==> config.mk <==
export PLATFORM = sky130hd
export DESIGN_NAME = nandFlashCopier
export DESIGN_NICKNAME = d
export VERILOG_FILES = /design/src/rtl/nfcPkg.sv /design/src/rtl/nandBusIf.sv /design/src/rtl/nandFlashCopier.sv /design/src/rtl/copySequencer.sv /design/src/rtl/byteMover.sv /design/src/rtl/keyLock.sv
export SDC_FILE = /design/constraint.sdc
export NUM_CORES = 1
export LEC_CHECK = 0
export BUFFER_PORTS_ARGS = -buffer_cell sky130_fd_sc_hd__buf_2
export CORE_MARGIN = 4
export CORE_UTILIZATION = 55
export CTS_CLUSTER_SIZE = 24
export DETAILED_ROUTE_END_ITERATION = 8
export GPL_TIMING_DRIVEN = 0
export PLACE_DENSITY = 0.8
export SKIP_CTS_REPAIR_TIMING = 1
export SLEW_MARGIN = 5
export SYNTH_ARGS = -nofsm -noshare
export SYNTH_HDL_FRONTEND = slang
export SYNTH_HIERARCHICAL = 1
export SYNTH_SLANG_ARGS = --single-unit
==> constraint.sdc <==
create_clock -name clk -period 5.6 [get_ports clk]
set_clock_uncertainty 0.1 [all_clocks]
set_input_delay 1.4 -clock clk [delete_from_list [all_inputs] [get_ports clk]]
set_output_delay 1.4 -clock clk [all_outputs]
set_load 0.05 [all_outputs]
==> src/rtl/nfcPkg.sv <==
`default_nettype none

package nfcPkg;

    // Flash geometry
    localparam int PageCount      = 512;
    localparam int PageBytes      = 512;
    localparam int PageAddrWidth  = 9;
    localparam int ByteCountWidth = 9;
    localparam int DataWidth      = 8;
    localparam int AddrBytes      = 5; // Two column, two row, one idle

    localparam logic [PageAddrWidth-1:0]  LastPage = PageAddrWidth'(PageCount - 1);
    localparam logic [ByteCountWidth-1:0] LastByte = ByteCountWidth'(PageBytes - 1);

    // Sequencer step counter, two cycles per command or address byte
    localparam int StepWidth = 4;
    localparam logic [StepWidth-1:0] AddrLastStep = StepWidth'(2 * AddrBytes - 1);

    // NAND command bytes
    localparam logic [DataWidth-1:0] CmdRead           = 8'h00;
    localparam logic [DataWidth-1:0] CmdProgram        = 8'h80;
    localparam logic [DataWidth-1:0] CmdProgramConfirm = 8'h10;

    // Unlock key, one digit per clock
    localparam int KeyWidth  = 4;
    localparam int KeyLength = 8;
    localparam logic [KeyWidth-1:0] UnlockKey [0:KeyLength-1] = '{
        4'h5, 4'h0, 4'h5, 4'h9, 4'h5, 4'h0, 4'h4, 4'h4
    };
    localparam logic [KeyWidth-1:0] WatermarkKey = 4'hF; // Replaces the last digit

    // Watermark pattern written in place of A data
    localparam int WatermarkLength = 8;
    localparam logic [DataWidth-1:0] Watermark [0:WatermarkLength-1] = '{
        8'h50, 8'h59, 8'h20, 8'h70, 8'h61, 8'h72, 8'h74, 8'h79
    };

    typedef enum logic [3:0] {
        checkDigit0, checkDigit1, checkDigit2, checkDigit3,
        checkDigit4, checkDigit5, checkDigit6, checkDigit7,
        keyUnlocked,
        keyDead
    } lockState;

    typedef enum logic [2:0] {
        seqCommand,
        seqAddress,
        seqTransfer,
        seqConfirm,
        seqWaitBusy,
        seqWaitReady
    } seqState;

endpackage

`default_nettype wire
==> src/rtl/nandBusIf.sv <==
`timescale 1ns/1ns
`default_nettype none

// One flash chip's pins, split data in/out
interface nandBusIf;

    logic cle;
    logic ale;
    logic ren;    // Active low
    logic wen;    // Active low
    logic reading; // High while the chip drives the data bus
    logic [nfcPkg::DataWidth-1:0] ioOut;
    logic [nfcPkg::DataWidth-1:0] ioIn;
    logic rb;     // Low while busy

    modport ctrl (
        output cle,
        output ale,
        output ren,
        output wen,
        output ioOut,
        output reading,
        input  ioIn,
        input  rb
    );

    modport pins (
        input  cle,
        input  ale,
        input  ren,
        input  wen,
        input  ioOut,
        input  reading,
        output ioIn,
        output rb
    );

endinterface

`default_nettype wire

==> src/rtl/nandFlashCopier.sv <==
`timescale 1ns/1ns
`default_nettype none

module nandFlashCopier (
    input  wire logic                          clk,
    input  wire logic                          rst,
    input  wire logic [nfcPkg::KeyWidth-1:0]   key,
    output logic                               done,

    // Flash A, source
    input  wire logic [nfcPkg::DataWidth-1:0]  ioInA,
    output logic [nfcPkg::DataWidth-1:0]       ioOutA,
    output logic                               cleA,
    output logic                               aleA,
    output logic                               renA,
    output logic                               wenA,
    output logic                               readingA,
    input  wire logic                          rbA,

    // Flash B, destination
    input  wire logic [nfcPkg::DataWidth-1:0]  ioInB,
    output logic [nfcPkg::DataWidth-1:0]       ioOutB,
    output logic                               cleB,
    output logic                               aleB,
    output logic                               renB,
    output logic                               wenB,
    output logic                               readingB,
    input  wire logic                          rbB
);

    logic unlocked;
    logic watermarkOn;

    nandBusIf busA ();
    nandBusIf busB ();

    keyLock u_keyLock (
        .clk         (clk),
        .rst         (rst),
        .key         (key),
        .unlocked    (unlocked),
        .watermarkOn (watermarkOn)
    );

    copySequencer u_copySequencer (
        .clk         (clk),
        .rst         (rst),
        .unlocked    (unlocked),
        .watermarkOn (watermarkOn),
        .busA        (busA.ctrl),
        .busB        (busB.ctrl),
        .done        (done)
    );

    // Chip A pins
    assign ioOutA    = busA.ioOut;
    assign cleA      = busA.cle;
    assign aleA      = busA.ale;
    assign renA      = busA.ren;
    assign wenA      = busA.wen;
    assign readingA  = busA.reading;
    assign busA.ioIn = ioInA;
    assign busA.rb   = rbA;

    // Chip B pins
    assign ioOutB    = busB.ioOut;
    assign cleB      = busB.cle;
    assign aleB      = busB.ale;
    assign renB      = busB.ren;
    assign wenB      = busB.wen;
    assign readingB  = busB.reading;
    assign busB.ioIn = ioInB;
    assign busB.rb   = rbB;

endmodule

`default_nettype wire

==> src/rtl/copySequencer.sv <==
`timescale 1ns/1ns
`default_nettype none

module copySequencer (
    input  wire logic  clk,
    input  wire logic  rst,
    input  wire logic  unlocked,
    input  wire logic  watermarkOn,
    nandBusIf.ctrl     busA,
    nandBusIf.ctrl     busB,
    output logic       done
);

    nfcPkg::seqState state;
    logic active;
    logic [nfcPkg::StepWidth-1:0] step;
    logic [nfcPkg::PageAddrWidth-1:0] page;
    logic [nfcPkg::DataWidth-1:0] addrByte;

    // Mover hand-off
    logic xferStart;
    logic xferDone;
    logic renA;
    logic wenB;
    logic [nfcPkg::DataWidth-1:0] dataB;

    byteMover u_byteMover (
        .clk         (clk),
        .rst         (rst),
        .xferStart   (xferStart),
        .watermarkOn (watermarkOn),
        .rbA         (busA.rb),
        .ioInA       (busA.ioIn),
        .renA        (renA),
        .wenB        (wenB),
        .dataB       (dataB),
        .xferDone    (xferDone)
    );

    always_ff @(posedge clk) begin
        if (rst) begin
            state     <= nfcPkg::seqCommand;
            active    <= 1'b0;
            step      <= '0;
            page      <= '0;
            done      <= 1'b0;
            xferStart <= 1'b0;
        end else begin
            xferStart <= 1'b0;
            if (!active) begin
                if (unlocked && !done) begin
                    active <= 1'b1; // Command phase begins next cycle
                end
            end else begin
                case (state)
                    nfcPkg::seqCommand: begin
                        step <= step + 1'b1;
                        if (step[0]) begin
                            state <= nfcPkg::seqAddress;
                            step  <= '0;
                        end
                    end
                    nfcPkg::seqAddress: begin
                        step <= step + 1'b1;
                        if (step == nfcPkg::AddrLastStep) begin
                            state     <= nfcPkg::seqTransfer;
                            step      <= '0;
                            xferStart <= 1'b1;
                        end
                    end
                    nfcPkg::seqTransfer: begin
                        if (xferDone) begin
                            state <= nfcPkg::seqConfirm;
                        end
                    end
                    nfcPkg::seqConfirm: begin
                        step <= step + 1'b1;
                        if (step[0]) begin
                            state <= nfcPkg::seqWaitBusy;
                            step  <= '0;
                        end
                    end
                    nfcPkg::seqWaitBusy: begin
                        if (!busB.rb) begin
                            state <= nfcPkg::seqWaitReady;
                        end
                    end
                    nfcPkg::seqWaitReady: begin
                        if (busB.rb) begin
                            state <= nfcPkg::seqCommand;
                            page  <= page + 1'b1;
                            if (page == nfcPkg::LastPage) begin
                                done   <= 1'b1;
                                active <= 1'b0; // Idle for good
                            end
                        end
                    end
                    default: state <= nfcPkg::seqCommand;
                endcase
            end
        end
    end

    // Column 0, column 0, page low byte, page high bit, idle byte
    always_comb begin
        case (step[3:1])
            3'd2:    addrByte = page[nfcPkg::DataWidth-1:0];
            3'd3:    addrByte = {{(nfcPkg::DataWidth-1){1'b0}}, page[nfcPkg::PageAddrWidth-1]};
            default: addrByte = '0;
        endcase
    end

    always_comb begin
        busA.cle     = 1'b0;
        busA.ale     = 1'b0;
        busA.ren     = 1'b1;
        busA.wen     = 1'b1;
        busA.reading = 1'b0;
        busA.ioOut   = '0;
        busB.cle     = 1'b0;
        busB.ale     = 1'b0;
        busB.ren     = 1'b1;
        busB.wen     = 1'b1;
        busB.reading = 1'b0;
        busB.ioOut   = '0;
        if (active) begin
            case (state)
                nfcPkg::seqCommand: begin
                    busA.cle   = 1'b1;
                    busB.cle   = 1'b1;
                    busA.wen   = step[0]; // Low then high
                    busB.wen   = step[0];
                    busA.ioOut = nfcPkg::CmdRead;
                    busB.ioOut = nfcPkg::CmdProgram;
                end
                nfcPkg::seqAddress: begin
                    busA.ale   = 1'b1;
                    busB.ale   = 1'b1;
                    busA.wen   = step[0];
                    busB.wen   = step[0];
                    busA.ioOut = addrByte;
                    busB.ioOut = addrByte;
                end
                nfcPkg::seqTransfer: begin
                    busA.reading = 1'b1;
                    busA.ren     = renA;
                    busB.wen     = wenB;
                    busB.ioOut   = dataB;
                end
                nfcPkg::seqConfirm: begin
                    busB.cle   = 1'b1;
                    busB.wen   = step[0];
                    busB.ioOut = nfcPkg::CmdProgramConfirm;
                end
                default: begin
                    // Waiting on B ready/busy, buses stay idle
                end
            endcase
        end
    end

endmodule

`default_nettype wire

==> src/rtl/byteMover.sv <==
`timescale 1ns/1ns
`default_nettype none

module byteMover (
    input  wire logic                          clk,
    input  wire logic                          rst,
    input  wire logic                          xferStart,
    input  wire logic                          watermarkOn,
    input  wire logic                          rbA,
    input  wire logic [nfcPkg::DataWidth-1:0]  ioInA,
    output logic                               renA,
    output logic                               wenB,
    output logic [nfcPkg::DataWidth-1:0]       dataB,
    output logic                               xferDone
);

    logic moving;     // Page transfer in progress
    logic writePhase; // Second half of a byte, strobing B
    logic readNow;
    logic [nfcPkg::ByteCountWidth-1:0] count;
    logic [nfcPkg::DataWidth-1:0] captured;

    // A is only strobed when it reports ready
    assign readNow = moving && !writePhase && rbA;

    always_ff @(posedge clk) begin
        if (rst) begin
            moving     <= 1'b0;
            writePhase <= 1'b0;
            count      <= '0;
            xferDone   <= 1'b0;
        end else begin
            xferDone <= 1'b0;
            if (xferStart) begin
                moving     <= 1'b1;
                writePhase <= 1'b0;
                count      <= '0;
            end else if (moving) begin
                if (writePhase) begin
                    writePhase <= 1'b0;
                    count      <= count + 1'b1;
                    if (count == nfcPkg::LastByte) begin
                        moving   <= 1'b0;
                        xferDone <= 1'b1; // One cycle after the last write
                    end
                end else if (rbA) begin
                    writePhase <= 1'b1;
                end
            end
        end
    end

    // Byte from A, sampled at the end of the ren low cycle
    always_ff @(posedge clk) begin
        if (readNow) begin
            captured <= ioInA;
        end
    end

    assign renA = !readNow;
    assign wenB = !(moving && writePhase);

    // Pattern repeats every eight bytes
    assign dataB = watermarkOn ? nfcPkg::Watermark[count[2:0]] : captured;

endmodule

`default_nettype wire

==> src/rtl/keyLock.sv <==
`timescale 1ns/1ns
`default_nettype none

module keyLock (
    input  wire logic                         clk,
    input  wire logic                         rst,
    input  wire logic [nfcPkg::KeyWidth-1:0]  key,
    output logic                              unlocked,
    output logic                              watermarkOn
);

    nfcPkg::lockState state;
    logic [nfcPkg::KeyWidth-1:0] expected;

    // Digit states are numbered 0..7, so the low bits index the key
    assign expected = nfcPkg::UnlockKey[state[2:0]];

    always_ff @(posedge clk) begin
        if (rst) begin
            state       <= nfcPkg::checkDigit0;
            watermarkOn <= 1'b0;
        end else begin
            case (state)
                nfcPkg::keyUnlocked: begin
                    state <= nfcPkg::keyUnlocked; // Stays open until reset
                end
                nfcPkg::keyDead: begin
                    state <= nfcPkg::keyDead;
                end
                nfcPkg::checkDigit7: begin
                    if (key == expected) begin
                        state <= nfcPkg::keyUnlocked;
                    end else if (key == nfcPkg::WatermarkKey) begin
                        // Arm watermark and ask for the key again
                        watermarkOn <= 1'b1;
                        state       <= nfcPkg::checkDigit0;
                    end else begin
                        state <= nfcPkg::keyDead;
                    end
                end
                default: begin
                    if (key == expected) begin
                        state <= nfcPkg::lockState'(state + 4'd1);
                    end else begin
                        state <= nfcPkg::keyDead; // Any wrong digit is fatal
                    end
                end
            endcase
        end
    end

    assign unlocked = (state == nfcPkg::keyUnlocked);

endmodule

`default_nettype wire

# ---- Word-level counts from Yosys, hierarchy flattened
# Memory sizes are Yosys's and may differ from the RTL's.
# Cells that the tools add are included.
dict set report word_totals {
  output_inout_bits 27
  reg_bits 44
  memories 2
  romBits 96
  word_cells 122
  inputBits 24
}
dict set report op_classes {
  n_addsub 4
  order_cmp 2
  n_bitwise 7
  mux 51
  n_reduce_logical 22
  n_eq_ne 21
}
# memory depth word_bits rd rd_ports_with_merged_regs write_ports line
set memory_table {}
lappend memory_table {{(name not given)} 8 8 1 0 0 byteMover.sv:64} ;# assign dataB = watermarkOn ? nfcPkg::Watermark[count[2:0]] : captured;
lappend memory_table {{(name not given)} 8 4 1 0 0 keyLock.sv:16} ;# assign expected = nfcPkg::UnlockKey[state[2:0]];
# operator n
set ops {}
lappend ops {{two-way mux 8 bit} 6}
lappend ops {{case mux 8 bit (4 select lines)} 1}
lappend ops {{two-way mux 4 bit} 7}
lappend ops {{two-way mux 1 bit} 26}
lappend ops {{adder 9 x 1 -> 9 bit (second input constant)} 2}
lappend ops {{equality test 9 bit (second input constant)} 2}
lappend ops {{two-way mux 3 bit} 6}
lappend ops {{case mux 3 bit (6 select lines)} 1}
lappend ops {{equality test 4 bit (second input constant)} 4}
lappend ops {{case mux 8 bit (2 select lines)} 1}
lappend ops {{equality test 3 x 2 -> 1 bit (second input constant)} 4}
lappend ops {{case mux 4 bit (3 select lines)} 1}
lappend ops {{adder 4 x 1 -> 4 bit (second input constant)} 2}
lappend ops {{>= comparator 4 bit (second input constant)} 2}
lappend ops {{inverter 3 -> 4 bit} 2}
lappend ops {{case mux 4 bit (2 select lines)} 1}
lappend ops {{AND reduction 7 bit} 1}
lappend ops {{equality test 3 bit (second input constant)} 2}
lappend ops {{!= test 2 x 1 -> 1 bit (second input constant)} 3}
lappend ops {{!= test 2 bit (second input constant)} 3}
lappend ops {{AND reduction 3 bit} 2}
lappend ops {{OR reduction 2 bit} 3}
lappend ops {{OR reduction 3 bit} 2}
lappend ops {{inverter 1 bit} 5}
lappend ops {{11 further kinds} 18}

# ---- Longest topological paths before layout
# Gate-level depths: netlist of run 1.
dict set report logic_depth {
  word_depth 7
  ltp_mapped 8
  mapped_depth_nobuf 8
}

# ---- Modules after synthesis
# The synthesis of run 1 kept the hierarchy.
# module seq_area_each_um2 cells_per_inst area_per_inst_um2 n_inst
set by_module_without_submodules {}
lappend by_module_without_submodules {copySequencer 380.4 173 1280.0 1}
lappend by_module_without_submodules {byteMover 480.5 101 938.4 1}
lappend by_module_without_submodules {keyLock 100.1 48 390.4 1}

# ---- Least setup slack after synthesis of run 1
# OpenSTA, ideal clock, no wires.
dict set report synth_path {
  kind {input -> output}
  start {input port rbA}
  end {output port renA}
  stages 3
  required_ns 4.100
  setup_slack_ns 1.795
  path_buffers 0
  t_arrival_ns 2.305
  cell_sequence {nand2_1 or2_2 or3_1}
}
dict set report synth_via {
  elab_chain_cells 4
}
# element line
set synth_rtl {}
lappend synth_rtl {{start: declaration} nandFlashCopier.sv:18} ;# input wire logic rbA,
lappend synth_rtl {{logical AND 1 bit} byteMover.sv:24} ;# assign readNow = moving && !writePhase && rbA;
lappend synth_rtl {{logical NOT 1 bit} byteMover.sv:60} ;# assign renA = !readNow;
lappend synth_rtl {{named net u_copySequencer.renA} copySequencer.sv:23} ;# logic renA;
lappend synth_rtl {{two-way mux 1 bit} copySequencer.sv:127} ;# case (state)
lappend synth_rtl {{two-way mux 1 bit} copySequencer.sv:126} ;# if (active) begin
lappend synth_rtl {{end: declaration} nandFlashCopier.sv:15} ;# output logic renA,
# The timed path passes the listed nets, and every way through them passes these cells.

# ---- Final worst setup path of run 1
# Same ends and word-level chain as after synthesis.

==> results of run 1 <==
-- cells by family (layout without fill, tap and decap cells) --
kind of cell / after synthesis / count (layout) / synth area share
xor+xnor: 10 / 10 / 0.03358
fa+ha+maj: 12 / 12 / 0.05755
flops: 44 / 44 / 0.3683
mux: 4 / 4 / 0.01583
other cells: 2 / 2 / 0.002879
compound gates: 69 / 69 / 0.1636
simple gates: 145 / 145 / 0.2959
buf+inv: 36 / 84 / 0.06235
-- state kept, by name (all words and copies together), names as in the netlist, 3 cells and up --
| register | count |
|---|---|
| u_copySequencer/page | 9 |
| u_copySequencer/u_byteMover/count | 9 |
| u_copySequencer/u_byteMover/captured | 8 |
| u_copySequencer/step | 4 |
| u_keyLock/state | 4 |
| u_copySequencer/state | 3 |
-- critical path, cell delays in order --
cell and delay (ns):
buf_2 0.08, nand2_1 0.04, or2_2 0.31, or3_1 0.37, buf_2 0.22
-- worst paths after layout --
| check | end | cells after the start | from | slack [ns] |
|---|---|---|---|---|
| worst max-delay path | renA | 5 | rbA | 1.68 |
| worst min-delay path | u_copySequencer/u_byteMover/moving$_SDFF_PP0_ | 2 | u_copySequencer/xferStart$_SDFF_PP0_ | 0.37 |
| worst max register to register | u_keyLock/state[3]$_SDFF_PP0_ | 6 | u_keyLock/state[0]$_SDFF_PP0_ | 3.62 |
| worst min register to register | u_copySequencer/u_byteMover/moving$_SDFF_PP0_ | 2 | u_copySequencer/xferStart$_SDFF_PP0_ | 0.37 |
-- placed cells by master, fill, tap and decap left out, types with 2 or more instances in the layout --
master     n
a211o_1    2
a211oi_2   2
a21oi_1   33
a22oi_1    5
a31oi_1    2
and2_1    10
and2b_1    2
and3_1     4
buf_2     44
buf_4      4
clkbuf_1   8
clkbuf_8   5
conb_1     2
dfxtp_1   36
edfxtp_1   8
ha_1      12
inv_1     19
mux2i_1    3
nand2_1   20
nand2b_1   6
nand3_1   17
nand4_1    8
nor2_1    35
nor2b_1    6
nor3_1    12
nor4bb_1   2
o21a_1     2
o21ai_0   10
o31ai_1    6
or2_2      2
or2b_1     2
or3_1     10
or4_1      2
xnor2_1    2
xor2_1     8
-- power groups by stage --
stage | logic (mW) | clock network, mW | registers (mW)
2_1_floorplan | 0.0581 | 0 | 0.336
3_3_place_gp | 0.0769 | 0 | 0.338
3_5_place_dp | 0.0783 | 0 | 0.338
4_1_cts | 0.0785 | 0.248 | 0.331
5_1_grt | 0.0863 | 0.268 | 0.332
6_report | 0.0790 | 0.242 | 0.331
-- area by class of cell --
cell class | count | area (sq um)
Tap cell | 52 | 65.06
Inverter | 19 | 71.32
Buffer | 17 | 91.34
Fill cell | 396 | 1489
Multi-Input combinational cell | 242 | 1485
Timing Repair Buffer | 40 | 200.2
Clock buffer | 5 | 68.82
Clock inverter | 3 | 42.54
Sequential cell | 44 | 960.9
-- layer usage --
metal	routed length [um]	vias to the layer above	GRT usage
met5	0	-	0
met4	138	0	0.07609
met3	311	10	0.04801
met2	2937	66	0.3571
met1	2758	1152	0.2702
li1	-	1223	-
==> results.sh, run 1 <==
export IMPL_status="finished clean"
export IMPL_critical_path_class="primary input to primary output"
export IMPL_routed_via_count=2451
export IMPL_synthTopCellsByArea="dfxtp_1 28%, edfxtp_1 9.2%, a21oi_1 6.3%, ha_1 5.8%, nor2_1 5.0%"
export IMPL_floorplan_die_height_um=76.87
export IMPL_clkPwrFrac=0.371
export IMPL_detail_route_wl_per_cell_um=14.56
export IMPL_cts_root_buf="clkbuf_8"
export IMPL_cts_buffers_inserted=5
export IMPL_grt_setup_unrepaired="false"
export IMPL_tritoncts_sink_count=44
export IMPL_ant_nets=0
export IMPL_asyncSetResetFlopFracSynth=0
export IMPL_synth_lib_cells_used_distinct=50
export IMPL_dpl_worst_slack_ns=1.682
export IMPL_synth_top_area_cell="dfxtp_1"
export IMPL_die_area_sq_um=5909
export IMPL_core_area_sq_um=4474
export IMPL_worstSetupStartpointType="primary input"
export IMPL_vdd_drop_max_mv=0.1247
export IMPL_max_buffers_root_to_sink=2
export IMPL_detailedPlacementHpwl_um=4611
export IMPL_power_per_cell_area_nw_per_um2=218.3
export IMPL_grt_overflow_total=0
export IMPL_post_layout_total_power_mw=0.6518
export IMPL_postSynthRegisterBits=44
export IMPL_drt_initial_drc_count=214
export IMPL_drive_above_1_share=0.1703
export IMPL_clock_fmax_mhz=255.0
export IMPL_intPower_mw=0.4825
export IMPL_final_max_slew_violation_count=0
export IMPL_design_portCount=51
export IMPL_postSynthNetCount=358
export IMPL_timing_critical_path_required_ns=4.10
export IMPL_switching_share=0.2597
export IMPL_via_count_normalized_by_instance_count=5.808
export IMPL_power_sequential_fraction=0.507
export IMPL_postLayoutCellArea_sq_um=2985
export IMPL_timing_slew_headroom=0.5842
export IMPL_ys_seq_area_frac=0.3683
export IMPL_tritoncts="built"
export IMPL_grt_util_all_layers=0.2140
export IMPL_yosys_area_top_type_share=0.2763
export IMPL_synthesis_area_per_instance_sq_um=8.102
export IMPL_timing_final_hold_violations=0
export IMPL_synth_most_common_cell="dfxtp_1"
export IMPL_layout_worst_path_cycle_share=0.7004
export IMPL_clk_pin_slew_ns=0.08
export IMPL_path_max_fanout=3
export IMPL_stdcell_count=422
export IMPL_post_route_worst_setup_slack_ns=1.678
export IMPL_total_wirelength_of_the_detailed_routed_design_um=6145
export IMPL_final_min_clock_period_ns=3.922
export IMPL_first_pass_iters=4
export IMPL_initial_utilization=0.5831
export IMPL_number_of_antenna_violations_at_the_first_check_in_global_routing=0
export IMPL_fp_dieW_um=76.87
export IMPL_ys_top_cells_by_count="36 x dfxtp_1, 35 x nor2_1, 33 x a21oi_1"
export IMPL_number_of_global_route_vias_before_repair=2249
export IMPL_post_route_drc_count=0
export IMPL_grt_max_degree=15
export IMPL_critical_path_arrival_ns=2.42
export IMPL_synth_top_flop_cell="dfxtp_1"
export IMPL_layout_core_utilization=0.6672
export IMPL_site_row_count=24
export IMPL_switching_power_total_mw=0.1693
export IMPL_synth_edf_count=8
export IMPL_layout_area_overhead_vs_synth_pct=14.44
export IMPL_dpl_cell_count=414
export IMPL_final_setup_tns_ns=0
export IMPL_num_nets_final=405
export IMPL_inserted_diodes=0
export IMPL_worst_skew_pair_late_latency_ns=0.30
export IMPL_place_congestion=0.8850
export IMPL_cell_area_synth_sq_um=2609
export IMPL_htree_num_levels=2
export IMPL_combPwrFrac=0.121
export IMPL_yosysWarningCount=6
export IMPL_syn_inst=322
export IMPL_fin_worst_hold_slack_ns=0.3676
export IMPL_timing_hold_worst_class="flop to flop"
export IMPL_grt_first_pass_wirelength_um=10320
export IMPL_timing_final_setup_violations=0
export IMPL_worst_pin_slew_ns=0.6189
export IMPL_static_leakage_power_nw=1.185
export IMPL_numPortBuffers=40
export IMPL_placed_area_sq_um=2874
export IMPL_crit_path_end_kind="primary output"
export IMPL_drv_cap=0
Power figures use the tool's default switching activity.
==> run 2: changes to the inputs <==
--- a/config.mk
+++ b/config.mk
@@ -7,11 +7,11 @@
 export LEC_CHECK = 0
 export BUFFER_PORTS_ARGS = -buffer_cell sky130_fd_sc_hd__buf_2
 export CORE_MARGIN = 4
-export CORE_UTILIZATION = 55
+export CORE_UTILIZATION = 50
 export CTS_CLUSTER_SIZE = 24
 export DETAILED_ROUTE_END_ITERATION = 8
 export GPL_TIMING_DRIVEN = 0
-export PLACE_DENSITY = 0.8
+export PLACE_DENSITY = 0.76
 export SKIP_CTS_REPAIR_TIMING = 1
 export SLEW_MARGIN = 5
 export SYNTH_ARGS = -nofsm -noshare
==> constraint.sdc (replaced) <==
create_clock -name clk -period 3.6 [get_ports clk]
set_clock_uncertainty 0.1 [all_clocks]
set_input_delay 0.9 -clock clk [delete_from_list [all_inputs] [get_ports clk]]
set_output_delay 0.9 -clock clk [all_outputs]
set_load 0.05 [all_outputs]
==> results.sh, run 2 (synthesized netlist as in run 1, its figures left out) <==
export IMPL_initial_utilization=0.5141
export IMPL_design_portCount=51
export IMPL_final_max_slew_violation_count=0
export IMPL_timing_critical_path_required_ns=2.60
export IMPL_critical_path_arrival_ns=2.18
export IMPL_dpl_worst_slack_ns=0.6948
export IMPL_clk_pin_slew_ns=0.09
export IMPL_worst_skew_pair_late_latency_ns=0.30
export IMPL_status="finished clean"
export IMPL_tritoncts_sink_count=44
export IMPL_timing_slew_headroom=0.6545
export IMPL_site_row_count=26
export IMPL_floorplan_die_height_um=80.23
export IMPL_intPower_mw=0.7022
export IMPL_drt_initial_drc_count=163
export IMPL_die_area_sq_um=6437
export IMPL_number_of_global_route_vias_before_repair=2153
export IMPL_switching_power_total_mw=0.2677
export IMPL_grt_util_all_layers=0.1977
export IMPL_stdcell_count=440
export IMPL_crit_family="simple AND/OR/NAND/NOR gates"
export IMPL_timing_hold_worst_class="flop to flop"
export IMPL_crit_chain="buf_2 -> nor2b_1 -> nand2_1 -> nor3_1 -> and2_1 -> buf_2"
export IMPL_cpMostUsedCell="buf_2"
export IMPL_clock_fmax_mhz=314.6
export IMPL_layout_commonest_cell="buf_2"
export IMPL_r2r_cells=6
export IMPL_timing_final_setup_violations=0
export IMPL_min_delay_worst_endpoint="u_copySequencer/u_byteMover/count[8]$_SDFFE_PP0P_"
export IMPL_tritoncts="built"
export IMPL_crit_slowest_cell="nor3_1"
export IMPL_layout_cells_most_common_list="44 x buf_2, 36 x dfxtp_1, 35 x nor2_1, 33 x a21oi_1, 20 x nand2_1"
export IMPL_cts_buffers_inserted=5
export IMPL_via_count_normalized_by_instance_count=5.507
export IMPL_dpl_cell_count=432
export IMPL_inserted_diodes=0
export IMPL_htree_num_levels=2
export IMPL_switching_share=0.2760
export IMPL_fin_worst_hold_slack_ns=0.3787
export IMPL_critical_path_reg2reg_endpoint="u_keyLock/state[3]$_SDFF_PP0_"
export IMPL_power_sequential_fraction=0.531
export IMPL_detailedPlacementHpwl_um=4521
export IMPL_drv_cap=0
export IMPL_static_leakage_power_nw=1.181
export IMPL_num_nets_final=405
export IMPL_power_per_cell_area_nw_per_um2=324.1
export IMPL_cpPeakStageDelay_ns=0.43
export IMPL_combPwrFrac=0.126
export IMPL_grt_first_pass_wirelength_um=10030
export IMPL_ant_nets=0
export IMPL_place_congestion=0.9269
export IMPL_number_of_antenna_violations_at_the_first_check_in_global_routing=0
export IMPL_fp_dieW_um=80.23
export IMPL_clkPwrFrac=0.343
export IMPL_grt_overflow_total=0
export IMPL_layout_area_overhead_vs_synth_pct=14.72
export IMPL_post_route_drc_count=0
export IMPL_worst_r2r_setup_slack_ns=1.54
export IMPL_r2r_start="u_keyLock/state[0]$_SDFF_PP0_"
export IMPL_detail_route_wl_per_cell_um=13.88
export IMPL_routed_via_count=2423
export IMPL_grt_setup_unrepaired="false"
export IMPL_post_route_worst_setup_slack_ns=0.4217
export IMPL_layout_worst_path_cycle_share=0.8829
export IMPL_vdd_drop_max_mv=0.1857
export IMPL_timing_final_hold_violations=0
export IMPL_worst_pin_slew_ns=0.5183
export IMPL_max_buffers_root_to_sink=2
export IMPL_worstSetupStartpointType="flop"
export IMPL_total_wirelength_of_the_detailed_routed_design_um=6106
export IMPL_cts_root_buf="clkbuf_8"
export IMPL_final_setup_tns_ns=0
export IMPL_core_area_sq_um=5075
export IMPL_path_max_fanout=10
export IMPL_crit_path_end_kind="primary output"
export IMPL_worst_hold_startpoint="u_copySequencer/u_byteMover/count[8]$_SDFFE_PP0P_"
export IMPL_final_min_clock_period_ns=3.178
export IMPL_reg_largest_list="u_copySequencer/page (9), u_copySequencer/u_byteMover/count (9), u_copySequencer/u_byteMover/captured (8)"
export IMPL_drive_above_1_share=0.1730
export IMPL_worst_path_buf_inv=2
export IMPL_numPortBuffers=40
export IMPL_critical_path_class="flop to primary output"
export IMPL_min_path_cells=2
export IMPL_first_pass_iters=4
export IMPL_grt_max_degree=15
## run 2: worst reg2reg max path, stage by stage, from the launching register on
cell and delay (ns):
dfxtp_1 0.45, inv_1 0.12, ha_1 0.25, or3_1 0.36
a211oi_2 0.28, nand3_1 0.19, o21a_1 0.22
## run 2: routing by layer
metal	track usage	share of wire	up-vias
met1	0.2550	0.46	1121
li1	-	-	1227
met2	0.3220	0.47	67
met4	0.06081	0.013	0
met3	0.05157	0.061	8
met5	0	0	-
## run 2: worst max path at each step
stage               cells past startpoint  slack (ns)        end                                   from
floorplan                               4        0.64       cleA  u_copySequencer/state[2]$_SDFFE_PP0P_
global placement                        5        0.69       renA                                    rbA
detailed placement                      5        0.69       renA                                    rbA
CTS                                     6        0.43  ioOutA[7]  u_copySequencer/state[2]$_SDFFE_PP0P_
global route                            6        0.18  ioOutA[4]  u_copySequencer/state[2]$_SDFFE_PP0P_
finish                                  6        0.42  ioOutA[7]  u_copySequencer/state[2]$_SDFFE_PP0P_
## run 2: stage by stage
stage | utilization | cell area (sq um) | power (mW)
2_1_floorplan | - | 2609 | 0.6134
3_3_place_gp | 0.5708 | 2897 | 0.6450
3_5_place_dp | 0.5708 | 2897 | 0.6466
4_1_cts | 0.5897 | 2993 | 0.9743
5_1_grt | 0.5897 | 2993 | 1.012
6_report | 0.5897 | 2993 | 0.9699
## run 2: area by class of cell
class,instances,area [sq um]
Multi-Input combinational cell,242,1485
Timing Repair Buffer,40,200.2
Clock inverter,2,13.76
Buffer,17,91.34
Sequential cell,44,960.9
Fill cell,491,2082
Clock buffer,6,82.58
Tap cell,70,87.58
Inverter,19,71.32
## run 2: power groups by stage
stage                     sequential (mW)  combinational (mW)  clock (mW)
after floorplan                     0.523              0.0904           0
after global placement              0.526               0.119           0
after detailed placement            0.526               0.121           0
after CTS                           0.514               0.121       0.339
after global routing                0.516               0.133       0.364
final                               0.515               0.123       0.333
